**config.mk**
```make
export PLATFORM = sky130hd
export DESIGN_NAME = midi_merge_top
export DESIGN_NICKNAME = d
export VERILOG_FILES = /design/src/hdl/midi_pkg.sv /design/src/hdl/midi_merge_top.sv /design/src/hdl/midi_msg_merge.sv /design/src/hdl/midi_msg_capture.sv /design/src/hdl/midi_data_len_lookup.sv /design/src/hdl/midi_uart_rx.sv
export VERILOG_INCLUDE_DIRS = /design/src /design/src/hdl
export SDC_FILE = /design/constraint.sdc
export NUM_CORES = 1
export LEC_CHECK = 0
export BUFFER_PORTS_ARGS = -buffer_cell sky130_fd_sc_hd__buf_2
export CORE_UTILIZATION = 50
export DETAILED_ROUTE_END_ITERATION = 6
export PLACE_DENSITY = 0.79
export SYNTH_ARGS = -nofsm -noshare
export SYNTH_HDL_FRONTEND = slang
export SYNTH_SLANG_ARGS = --single-unit
```
**constraint.sdc**
```tcl
create_clock -name clk -period 2.4 [get_ports clk]
set_input_delay 0.36 -clock clk [delete_from_list [all_inputs] [get_ports clk]]
set_output_delay 0.36 -clock clk [all_outputs]
set_load 0.005 [all_outputs]
```
**src/hdl/midi_params.svh**
```systemverilog
`ifndef MIDI_PARAMS_SVH
`define MIDI_PARAMS_SVH

// --------------------
// Serial timing
// --------------------

// 31250 baud from a 1 MHz clock
`define MIDI_CLKS_PER_BIT 32

// --------------------
// Merge
// --------------------

`define MIDI_NUM_PORTS 2    // Sets the port tag width

`endif
```
**src/hdl/midi_pkg.sv**
```systemverilog
`default_nettype none

package midi_pkg;

    `include "midi_params.svh"

    typedef logic [7:0] midi_byte_t;
    typedef logic [1:0] data_len_t;     // Data bytes after status, 0 to 2
    typedef logic [$clog2(`MIDI_NUM_PORTS)-1:0] port_t;

    // Unused data bytes stay zero
    typedef struct packed {
        midi_byte_t data2;
        midi_byte_t data1;
        midi_byte_t status;
    } midi_msg_t;

    typedef struct packed {
        port_t     port;
        midi_msg_t msg;
    } midi_event_t;

    typedef enum logic [1:0] {rx_idle, rx_start, rx_data, rx_stop} rx_state_t;

    typedef enum logic [2:0] {
        cap_idle, cap_delay1, cap_one, cap_delay2, cap_two, cap_done
    } capture_state_t;

endpackage

`default_nettype wire

```
**src/hdl/midi_merge_top.sv**
```systemverilog
`timescale 1ns/10ps
`default_nettype none

module midi_merge_top (
    input  wire                   clk,
    input  wire                   reset,
    input  wire                   midi_in0,
    input  wire                   midi_in1,
    output logic                  event_valid,
    output midi_pkg::midi_event_t event_out
);

    logic                 byte_ready0;
    logic                 byte_ready1;
    midi_pkg::midi_byte_t rx_byte0;
    midi_pkg::midi_byte_t rx_byte1;
    logic                 new_msg0;
    logic                 new_msg1;
    midi_pkg::midi_msg_t  msg0;
    midi_pkg::midi_msg_t  msg1;

    // --------------------
    // Receive paths
    // --------------------
    midi_uart_rx u_rx0 (.clk(clk), .reset(reset), .rx(midi_in0),
                        .byte_ready(byte_ready0), .rx_byte(rx_byte0));

    midi_msg_capture u_capture0 (.clk(clk), .reset(reset), .byte_ready(byte_ready0),
                                 .rx_byte(rx_byte0), .new_msg(new_msg0), .msg(msg0));

    midi_uart_rx u_rx1 (.clk(clk), .reset(reset), .rx(midi_in1),
                        .byte_ready(byte_ready1), .rx_byte(rx_byte1));

    midi_msg_capture u_capture1 (.clk(clk), .reset(reset), .byte_ready(byte_ready1),
                                 .rx_byte(rx_byte1), .new_msg(new_msg1), .msg(msg1));

    // Tagged single stream
    midi_msg_merge u_merge (
        .clk         (clk),
        .reset       (reset),
        .new_msg0    (new_msg0),
        .msg0        (msg0),
        .new_msg1    (new_msg1),
        .msg1        (msg1),
        .event_valid (event_valid),
        .event_out   (event_out)
    );

endmodule

`default_nettype wire

```
**src/hdl/midi_msg_merge.sv**
```systemverilog
`timescale 1ns/10ps
`default_nettype none

module midi_msg_merge (
    input  wire                   clk,
    input  wire                   reset,
    input  wire                   new_msg0,
    input  midi_pkg::midi_msg_t   msg0,
    input  wire                   new_msg1,
    input  midi_pkg::midi_msg_t   msg1,
    output logic                  event_valid,
    output midi_pkg::midi_event_t event_out
);

    logic                pending0;
    logic                pending1;
    midi_pkg::midi_msg_t hold0;
    midi_pkg::midi_msg_t hold1;
    midi_pkg::port_t     last_served;
    logic                req0;
    logic                req1;
    midi_pkg::port_t     sel;
    midi_pkg::midi_msg_t cur0;
    midi_pkg::midi_msg_t cur1;
    logic                grant0;
    logic                grant1;

    // --------------------
    // Arbitration
    // --------------------
    always_comb begin
        req0 = pending0 | new_msg0;     // Fresh message bypasses the slot
        req1 = pending1 | new_msg1;
        cur0 = pending0 ? hold0 : msg0;
        cur1 = pending1 ? hold1 : msg1;
        if (req0 && req1)
            sel = ~last_served;         // Alternate under contention
        else
            sel = midi_pkg::port_t'(req1);
        grant0 = req0 && (sel == midi_pkg::port_t'(0));
        grant1 = req1 && (sel == midi_pkg::port_t'(1));
    end

    always_ff @(posedge clk) begin
        if (reset) begin
            pending0    <= 1'b0;
            pending1    <= 1'b0;
            last_served <= midi_pkg::port_t'(1);  // Port 0 wins first
            event_valid <= 1'b0;
        end else begin
            pending0    <= req0 & ~grant0;
            pending1    <= req1 & ~grant1;
            event_valid <= req0 | req1;
            if (req0 || req1) last_served <= sel;
        end
    end

    always_ff @(posedge clk) begin
        if (new_msg0) hold0 <= msg0;
        if (new_msg1) hold1 <= msg1;
        if (req0 || req1) begin
            event_out.port <= sel;
            event_out.msg  <= grant1 ? cur1 : cur0;
        end
    end

    // Serial rate keeps each slot from overflowing
    a_no_overrun0: assert property (@(posedge clk) disable iff (reset)
        new_msg0 |-> !pending0);
    a_no_overrun1: assert property (@(posedge clk) disable iff (reset)
        new_msg1 |-> !pending1);

endmodule

`default_nettype wire

```
**src/hdl/midi_msg_capture.sv**
```systemverilog
`timescale 1ns/10ps
`default_nettype none

module midi_msg_capture (
    input  wire                  clk,
    input  wire                  reset,
    input  wire                  byte_ready,
    input  midi_pkg::midi_byte_t rx_byte,
    output logic                 new_msg,
    output midi_pkg::midi_msg_t  msg
);

    midi_pkg::capture_state_t state;
    midi_pkg::capture_state_t next_state;
    midi_pkg::midi_msg_t      msg_next;
    midi_pkg::data_len_t      data_len;

    // Length of the stored status byte, valid in cap_one
    midi_data_len_lookup u_len_lookup (
        .clk     (clk),
        .command (msg.status),
        .len     (data_len)
    );

    always_ff @(posedge clk) begin
        if (reset) begin
            state <= midi_pkg::cap_idle;
            msg   <= '0;
        end else begin
            state <= next_state;
            msg   <= msg_next;
        end
    end

    // --------------------
    // Capture FSM
    // --------------------
    always_comb begin
        next_state = state;
        msg_next   = msg;
        case (state)
            midi_pkg::cap_idle: begin
                // First byte taken as status
                if (byte_ready) begin
                    msg_next        = '0;
                    msg_next.status = rx_byte;
                    next_state      = midi_pkg::cap_delay1;
                end
            end
            midi_pkg::cap_delay1: next_state = midi_pkg::cap_one;  // Lookup latency
            midi_pkg::cap_one: begin
                if (data_len == midi_pkg::data_len_t'(0)) begin
                    next_state = midi_pkg::cap_done;
                end else if (byte_ready) begin
                    msg_next.data1 = rx_byte;
                    if (data_len == midi_pkg::data_len_t'(1))
                        next_state = midi_pkg::cap_done;
                    else
                        next_state = midi_pkg::cap_delay2;
                end
            end
            midi_pkg::cap_delay2: next_state = midi_pkg::cap_two;
            midi_pkg::cap_two: begin
                if (byte_ready) begin
                    msg_next.data2 = rx_byte;
                    next_state     = midi_pkg::cap_done;
                end
            end
            midi_pkg::cap_done: next_state = midi_pkg::cap_idle;
            default:            next_state = midi_pkg::cap_idle;
        endcase
    end

    assign new_msg = (state == midi_pkg::cap_done);

    a_msg_pulse: assert property (@(posedge clk) disable iff (reset)
        new_msg |=> !new_msg);

endmodule

`default_nettype wire

```
**src/hdl/midi_data_len_lookup.sv**
```systemverilog
`timescale 1ns/10ps
`default_nettype none

module midi_data_len_lookup (
    input  wire                  clk,
    input  midi_pkg::midi_byte_t command,
    output midi_pkg::data_len_t  len
);

    // One cycle from command to len
    always_ff @(posedge clk) begin
        case (command[7:4])
            4'h8, 4'h9, 4'hA, 4'hB, 4'hE: len <= midi_pkg::data_len_t'(2);
            4'hC, 4'hD:                   len <= midi_pkg::data_len_t'(1);
            4'hF: begin
                // System common
                case (command[3:0])
                    4'h2:       len <= midi_pkg::data_len_t'(2);   // Song position
                    4'h1, 4'h3: len <= midi_pkg::data_len_t'(1);
                    default:    len <= midi_pkg::data_len_t'(0);
                endcase
            end
            default: len <= midi_pkg::data_len_t'(0);
        endcase
    end

endmodule

`default_nettype wire

```
**src/hdl/midi_uart_rx.sv**
```systemverilog
`timescale 1ns/10ps
`default_nettype none

`include "midi_params.svh"

module midi_uart_rx (
    input  wire                  clk,
    input  wire                  reset,
    input  wire                  rx,
    output logic                 byte_ready,
    output midi_pkg::midi_byte_t rx_byte
);

    localparam int unsigned CNT_W = $clog2(`MIDI_CLKS_PER_BIT);
    localparam logic [CNT_W-1:0] HALF_BIT = CNT_W'(`MIDI_CLKS_PER_BIT / 2 - 1);
    localparam logic [CNT_W-1:0] FULL_BIT = CNT_W'(`MIDI_CLKS_PER_BIT - 1);

    logic                 rx_meta;
    logic                 rx_sync;
    midi_pkg::rx_state_t  state;
    logic [CNT_W-1:0]     bit_cnt;
    logic [2:0]           bit_idx;
    midi_pkg::midi_byte_t shift_reg;

    // Line idles high
    always_ff @(posedge clk) begin
        if (reset) begin
            rx_meta <= 1'b1;
            rx_sync <= 1'b1;
        end else begin
            rx_meta <= rx;
            rx_sync <= rx_meta;
        end
    end

    // --------------------
    // Frame FSM
    // --------------------
    always_ff @(posedge clk) begin
        if (reset) begin
            state      <= midi_pkg::rx_idle;
            bit_cnt    <= '0;
            bit_idx    <= '0;
            byte_ready <= 1'b0;
        end else begin
            byte_ready <= 1'b0;
            bit_cnt    <= bit_cnt + 1'b1;
            case (state)
                midi_pkg::rx_idle: begin
                    bit_cnt <= '0;
                    bit_idx <= '0;
                    if (!rx_sync) state <= midi_pkg::rx_start;
                end
                midi_pkg::rx_start: if (bit_cnt == HALF_BIT) begin
                    bit_cnt <= '0;
                    state   <= rx_sync ? midi_pkg::rx_idle : midi_pkg::rx_data;  // Glitch check
                end
                midi_pkg::rx_data: if (bit_cnt == FULL_BIT) begin
                    bit_cnt <= '0;
                    bit_idx <= bit_idx + 1'b1;
                    if (bit_idx == 3'd7) state <= midi_pkg::rx_stop;
                end
                default: if (bit_cnt == FULL_BIT) begin
                    state      <= midi_pkg::rx_idle;
                    byte_ready <= rx_sync;      // Bad stop bit drops the byte
                end
            endcase
        end
    end

    // LSB first
    always_ff @(posedge clk) begin
        if (state == midi_pkg::rx_data && bit_cnt == FULL_BIT)
            shift_reg <= {rx_sync, shift_reg[7:1]};
    end

    assign rx_byte = shift_reg;

    a_single_strobe: assert property (@(posedge clk) disable iff (reset)
        byte_ready |=> !byte_ready);

endmodule

`default_nettype wire

```
# Word level (Yosys, flattened, before mapping)

Index checks and enable logic that the tools add are counted.

Add/sub/neg operators: 4
Eq/ne operators: 62
Multiplexer cells: 54
Bitwise operators: 11
Reduce and logical (&&, ||, !) cells: 40

Operators by type and width:

| kind                  | count |
|---|---|
| $mux W24              | 5 |
| $eq A4 B4 Y1 const B  | 16 |
| $pmux W8 S2           | 4 |
| $mux W3               | 12 |
| $mux W8               | 4 |
| $pmux W3 S5           | 2 |
| $pmux W5 S3           | 2 |
| $mux W2               | 12 |
| $pmux W2 S3           | 4 |
| $mux W5               | 4 |
| $ne A2 B2 Y1 const B  | 10 |
| $reduce_or A5 Y1      | 4 |
| $eq A3 B3 Y1 const B  | 6 |
| $eq A4 B2 Y1 const B  | 4 |
| $eq A3 B2 Y1 const B  | 4 |
| $ne A2 B1 Y1 const B  | 6 |
| $pmux W3 S2           | 2 |
| $reduce_and A3 Y1     | 4 |
| $reduce_bool A2 Y1    | 6 |
| $add A5 B1 Y5 const B | 2 |
| $eq A5 B4 Y1 const B  | 2 |
| $eq A5 B5 Y1 const B  | 2 |
| $reduce_and A5 Y1     | 2 |
| $eq A2 B1 Y1 const B  | 4 |
| other kinds (18)      | 48 |

Bits in registers: 177
Word-level logic and storage cells: 209

# Logic depth before layout (Yosys ltp)

Depth after elaboration: 8
Depth in mapped cells: 7
Gate-level depth less buffers: 6

# By module

From an unflattened synthesis, not the netlist that was laid out.

Cells, all modules: 603
Area, all modules: 7352.1 um^2

Modules (own cells, without submodules):

| module               | times used | cells each | area an instance (um^2) | seq. area each (um^2) |
|---|---|---|---|---|
| midi_msg_merge       | 1          | 169        | 3145.5                  | 2272.2 |
| midi_msg_capture     | 2          | 129        | 1131.1                  | 540.5 |
| midi_uart_rx         | 2          | 78         | 888.4                   | 500.5 |
| midi_data_len_lookup | 2          | 10         | 83.8                    | 40.0 |

# Worst setup path after synthesis

OpenSTA, ideal clock, no wires.

Kind: register to register
Start point: reg u_capture0.state[0]
End point: reg u_merge.event_out[0] (netlist name)
Arrival time: 2.046 ns
Data required time: 2.018 ns
Setup slack: -0.028 ns
Cell stages (with the launch flop): 6
Buffers on the path: 1
Cells stage by stage: dfxtp_1 -> buf_2 -> nor2b_1 -> and2_1 -> nor2_1 -> nand2_1

Cells in the longest elaborated chain, start to end: 3

RTL lines:

| what                   | line                   | RTL |
|---|---|---|
| start, declared        | midi_msg_capture.sv:13 | `midi_pkg::capture_state_t state;` |
| start signal, assigned | midi_msg_capture.sv:27 | `state <= midi_pkg::cap_idle;` |
| start signal, assigned | midi_msg_capture.sv:30 | `state <= next_state;` |
| $eq A3 B3 Y1           | midi_msg_capture.sv:74 | `assign new_msg = (state == midi_pkg::cap_done);` |
| $or A1 B1 Y1           | midi_msg_merge.sv:32   | `req0 = pending0 \| new_msg0;` |
| $logic_or A1 B1 Y1     | midi_msg_merge.sv:61   | `if (req0 \|\| req1) begin` |

No other way between the ends.
A chain may end at the register's enable or synchronous reset.

# Final worst setup path

Start point: reg u_capture1.state[0]
End point: reg u_merge.event_out[6] (netlist name)

Cells in the longest elaborated chain, start to end: 6

RTL lines:

| what                   | line                   | RTL |
|---|---|---|
| start, declared        | midi_msg_capture.sv:13 |  |
| start signal, assigned | midi_msg_capture.sv:27 |  |
| start signal, assigned | midi_msg_capture.sv:30 |  |
| $eq A3 B3 Y1 *         | midi_msg_capture.sv:74 |  |
| $or A1 B1 Y1 *         | midi_msg_merge.sv:33   | `req1 = pending1 \| new_msg1;` |
| $logic_and A1 B1 Y1    | midi_msg_merge.sv:36   | `if (req0 && req1)` |
| $mux W1                | midi_msg_merge.sv:36   |  |
| $logic_and A1 B1 Y1 *  | midi_msg_merge.sv:41   | `grant1 = req1 && (sel == midi_pkg::port_t'(1));` |
| $mux W24 *             | midi_msg_merge.sv:63   | `event_out.msg <= grant1 ? cur1 : cur0;` |

Every way passes the cells marked *; elsewhere a longest branch is shown, timed or not.

==> run metrics <==
status complete, no violations; Rows 43; clock sink count 177; CP peak stage delay 560 ps; nets about 660; sequential element share of the synthesized area 60.71%; chip height 122.9 um; synth unique cells 53; maximum clock path buffer count 2; Layout area overhead 12.01%; Worst EP required 2580 ps; fmax approximately 480 MHz; MaxCap Viol Count 0; Vias per Instance 5.833; # DRC 0; Total Wirelength 15080 um; PwrDens 741.1 nW/um^2; Mapped Area 7305 um^2; Final GP Congestion 0.8886; top-area cell type share of the netlist area between 30% and 40%; skew final 8.300 ps; initial drt markers 531; initial core utilization 52.02%; startpoint type of the worst setup path flop; leakage power 2.746 nW; vias in the first global route 4726; Final Max Tran Viols 0; Slew HR 48.67%; Post-synth EDFFs 89; CTS resizes 0; Die X 122.9 um; synthesized net count 642; fin crit period slightly above 2000 ps; syn avg cell area between 10 and 15 um^2; Cells after Synth 630; CTS clock-pin slew for the worst setup and hold paths 60 ps; crit-path cells nand3b_4 -> inv_4 -> nand3_4 -> a2bb2oi_1 -> o221a_2; slowest CP cell dfxtp_1; total CTS buffers 17; first-pass GRT wire length 24250 um; worst vdd ir 0.4590 mV; CP endpoint kind flop; TritonCTS clock tree built; number of synthesis warnings 0; final hold violation count 0; H-tree lvl count 4; HP Class primary input to flop; # IOs 30; ant diodes 0; core area 14040 um^2; antenna-violating nets left 0; Util after Layout 58.26%; Overall Global Routing Usage a little over a fifth; CTS Hold Bufs 0; most frequent cell after synthesis nand2_1; RSZ-0062 raised after global routing no; Die Area approximately 15000 um^2; share of cells above drive strength 1 16.31%; Final Power between 6 and 7 mW; Final period util 86.49%; initial antenna violation count 0; worst-path fanout max 24; Setup Buffers After CTS 0; ys flop type edfxtp_1; # port buffers 29; Setup TNS 0 ps; Synth area leaders edfxtp_1, dfxtp_1, nand2_1, a21oi_1, a2bb2oi_2; wire length per cell roughly 18 um; Final setup viols 0; worst skew pair latency roughly 430 ps; DP HPWL 10190 um; Async SR Flop Fraction 0%; Worst Path Arrival 2260 ps; commonest cells in the netlist nand2_1, edfxtp_1, dfxtp_1, a21oi_1, nand3_1; via count 4911; critical path class flop to flop; largest net degree at the start of global routing 33; measured slew at the worst slew-check pin around 760 ps; 1st-pass router iterations 7; root buf cell clkbuf_16; Yosys reg bits ~180; grt total ovfl 0; Yosys top cell by area edfxtp_1
## through the flow
stage | hold WS (ps) | instance area, um^2 | setup WS [ps] | std cells
floorplan | 389.5 | 7307 | 191.9 | 630
global placement | 393.9 | 7564 | 448.1 | 810
detailed placement | 394.1 | 7564 | 375.5 | 810
CTS | 101.0 | 8182 | 338.9 | 842
global route | 107.4 | 8182 | 238.1 | 842
finish | 115.5 | 8182 | 324.3 | 842
## path summary, 6_finish.rpt
path / start / to / slack, ps / cells past startpoint
setup / recovery: u_capture1.state[0] / u_merge.event_out[6] / 320 / 5
hold / removal: midi_in0 / u_rx0.rx_meta / 120 / 2
setup reg to reg: u_capture1.state[0] / u_merge.event_out[6] / 320 / 5
hold reg to reg: u_rx0.rx_meta / u_rx0.rx_sync / 410 / 1
## area by class of cell
cell class	instances	area (um^2)
flip-flops and latches	177	4434
clock buffers	24	494.2
fillers	1068	5861
clock inverters	8	123.9
inverters	12	47.55
multi-input cells	400	2621
repair buffers	41	235.2
well taps	180	225.2
## kinds of logic after synthesis
group / Yosys count / share of synthesized area, %
XOR/XNOR: 6 / 0.7194
AO/OA/AOI/OAI: 139 / 15.55
AND/OR/NAND/NOR: 222 / 14.78
buffers and inverters: 53 / 3.443
multiplexers: 25 / 3.426
adder cells (fa/ha/maj): 8 / 1.370
flip-flops: 177 / 60.71
## critical path: cells and delay by family, from the launching register on
kind,cells,cell delay (ps)
AO/OA/AOI/OAI,2,550
flip-flops,1,560
buffers and inverters,1,190
AND/OR/NAND/NOR,2,530
## cells in the final DEF (no fill, tap or decap), drive strengths merged, types with 3 or more instances in the layout
master / count
nor2b: 3
buf: 41
o21ai: 4
clkbuf: 24
nor2: 25
and2: 7
nand3: 40
a211oi: 6
clkinv: 4
dfxtp: 88
or3: 4
a311oi: 4
a2bb2oi: 24
nand2: 102
xnor2: 4
mux2i: 25
nor3: 11
nand3b: 3
ha: 8
or3b: 4
a21oi: 62
o221a: 24
inv: 12
nand2b: 6
or2: 6
edfxtp: 89
and3: 4
bufinv: 3
## power by group
part	internal [mW]	switching, mW	leakage (nW)
clock	1.76	1.10	0.296
sequential	3.15	0.00874	1.53
combinational	0.0136	0.0271	0.921
total	4.92	1.14	2.75
## layer usage
metal | vias up | GRT usage (%) | share of wire, %
li1 | 2348 | - | -
met4 | 0 | 9.223 | 2.7
met1 | 2355 | 26.47 | 42
met2 | 171 | 34.94 | 49
met3 | 37 | 6.645 | 6.6
met5 | - | 0 | 0
## state kept, by name, indices dropped and copies added (netlist names), 3 cells and up
| register | cells |
|---|---|
| u_rx0.bit_cnt | 5 |
| u_capture1.state | 3 |
| u_merge.hold1 | 24 |
| u_rx1.bit_cnt | 5 |
| u_rx1.rx_byte | 8 |
| u_merge.hold0 | 24 |
| u_rx0.bit_idx | 3 |
| u_capture0.msg | 24 |
| u_capture1.msg | 24 |
| u_rx1.bit_idx | 3 |
| u_rx0.rx_byte | 8 |
| u_capture0.state | 3 |
| u_merge.event_out | 25 |
No activity file was read; power rests on OpenSTA's default activity.
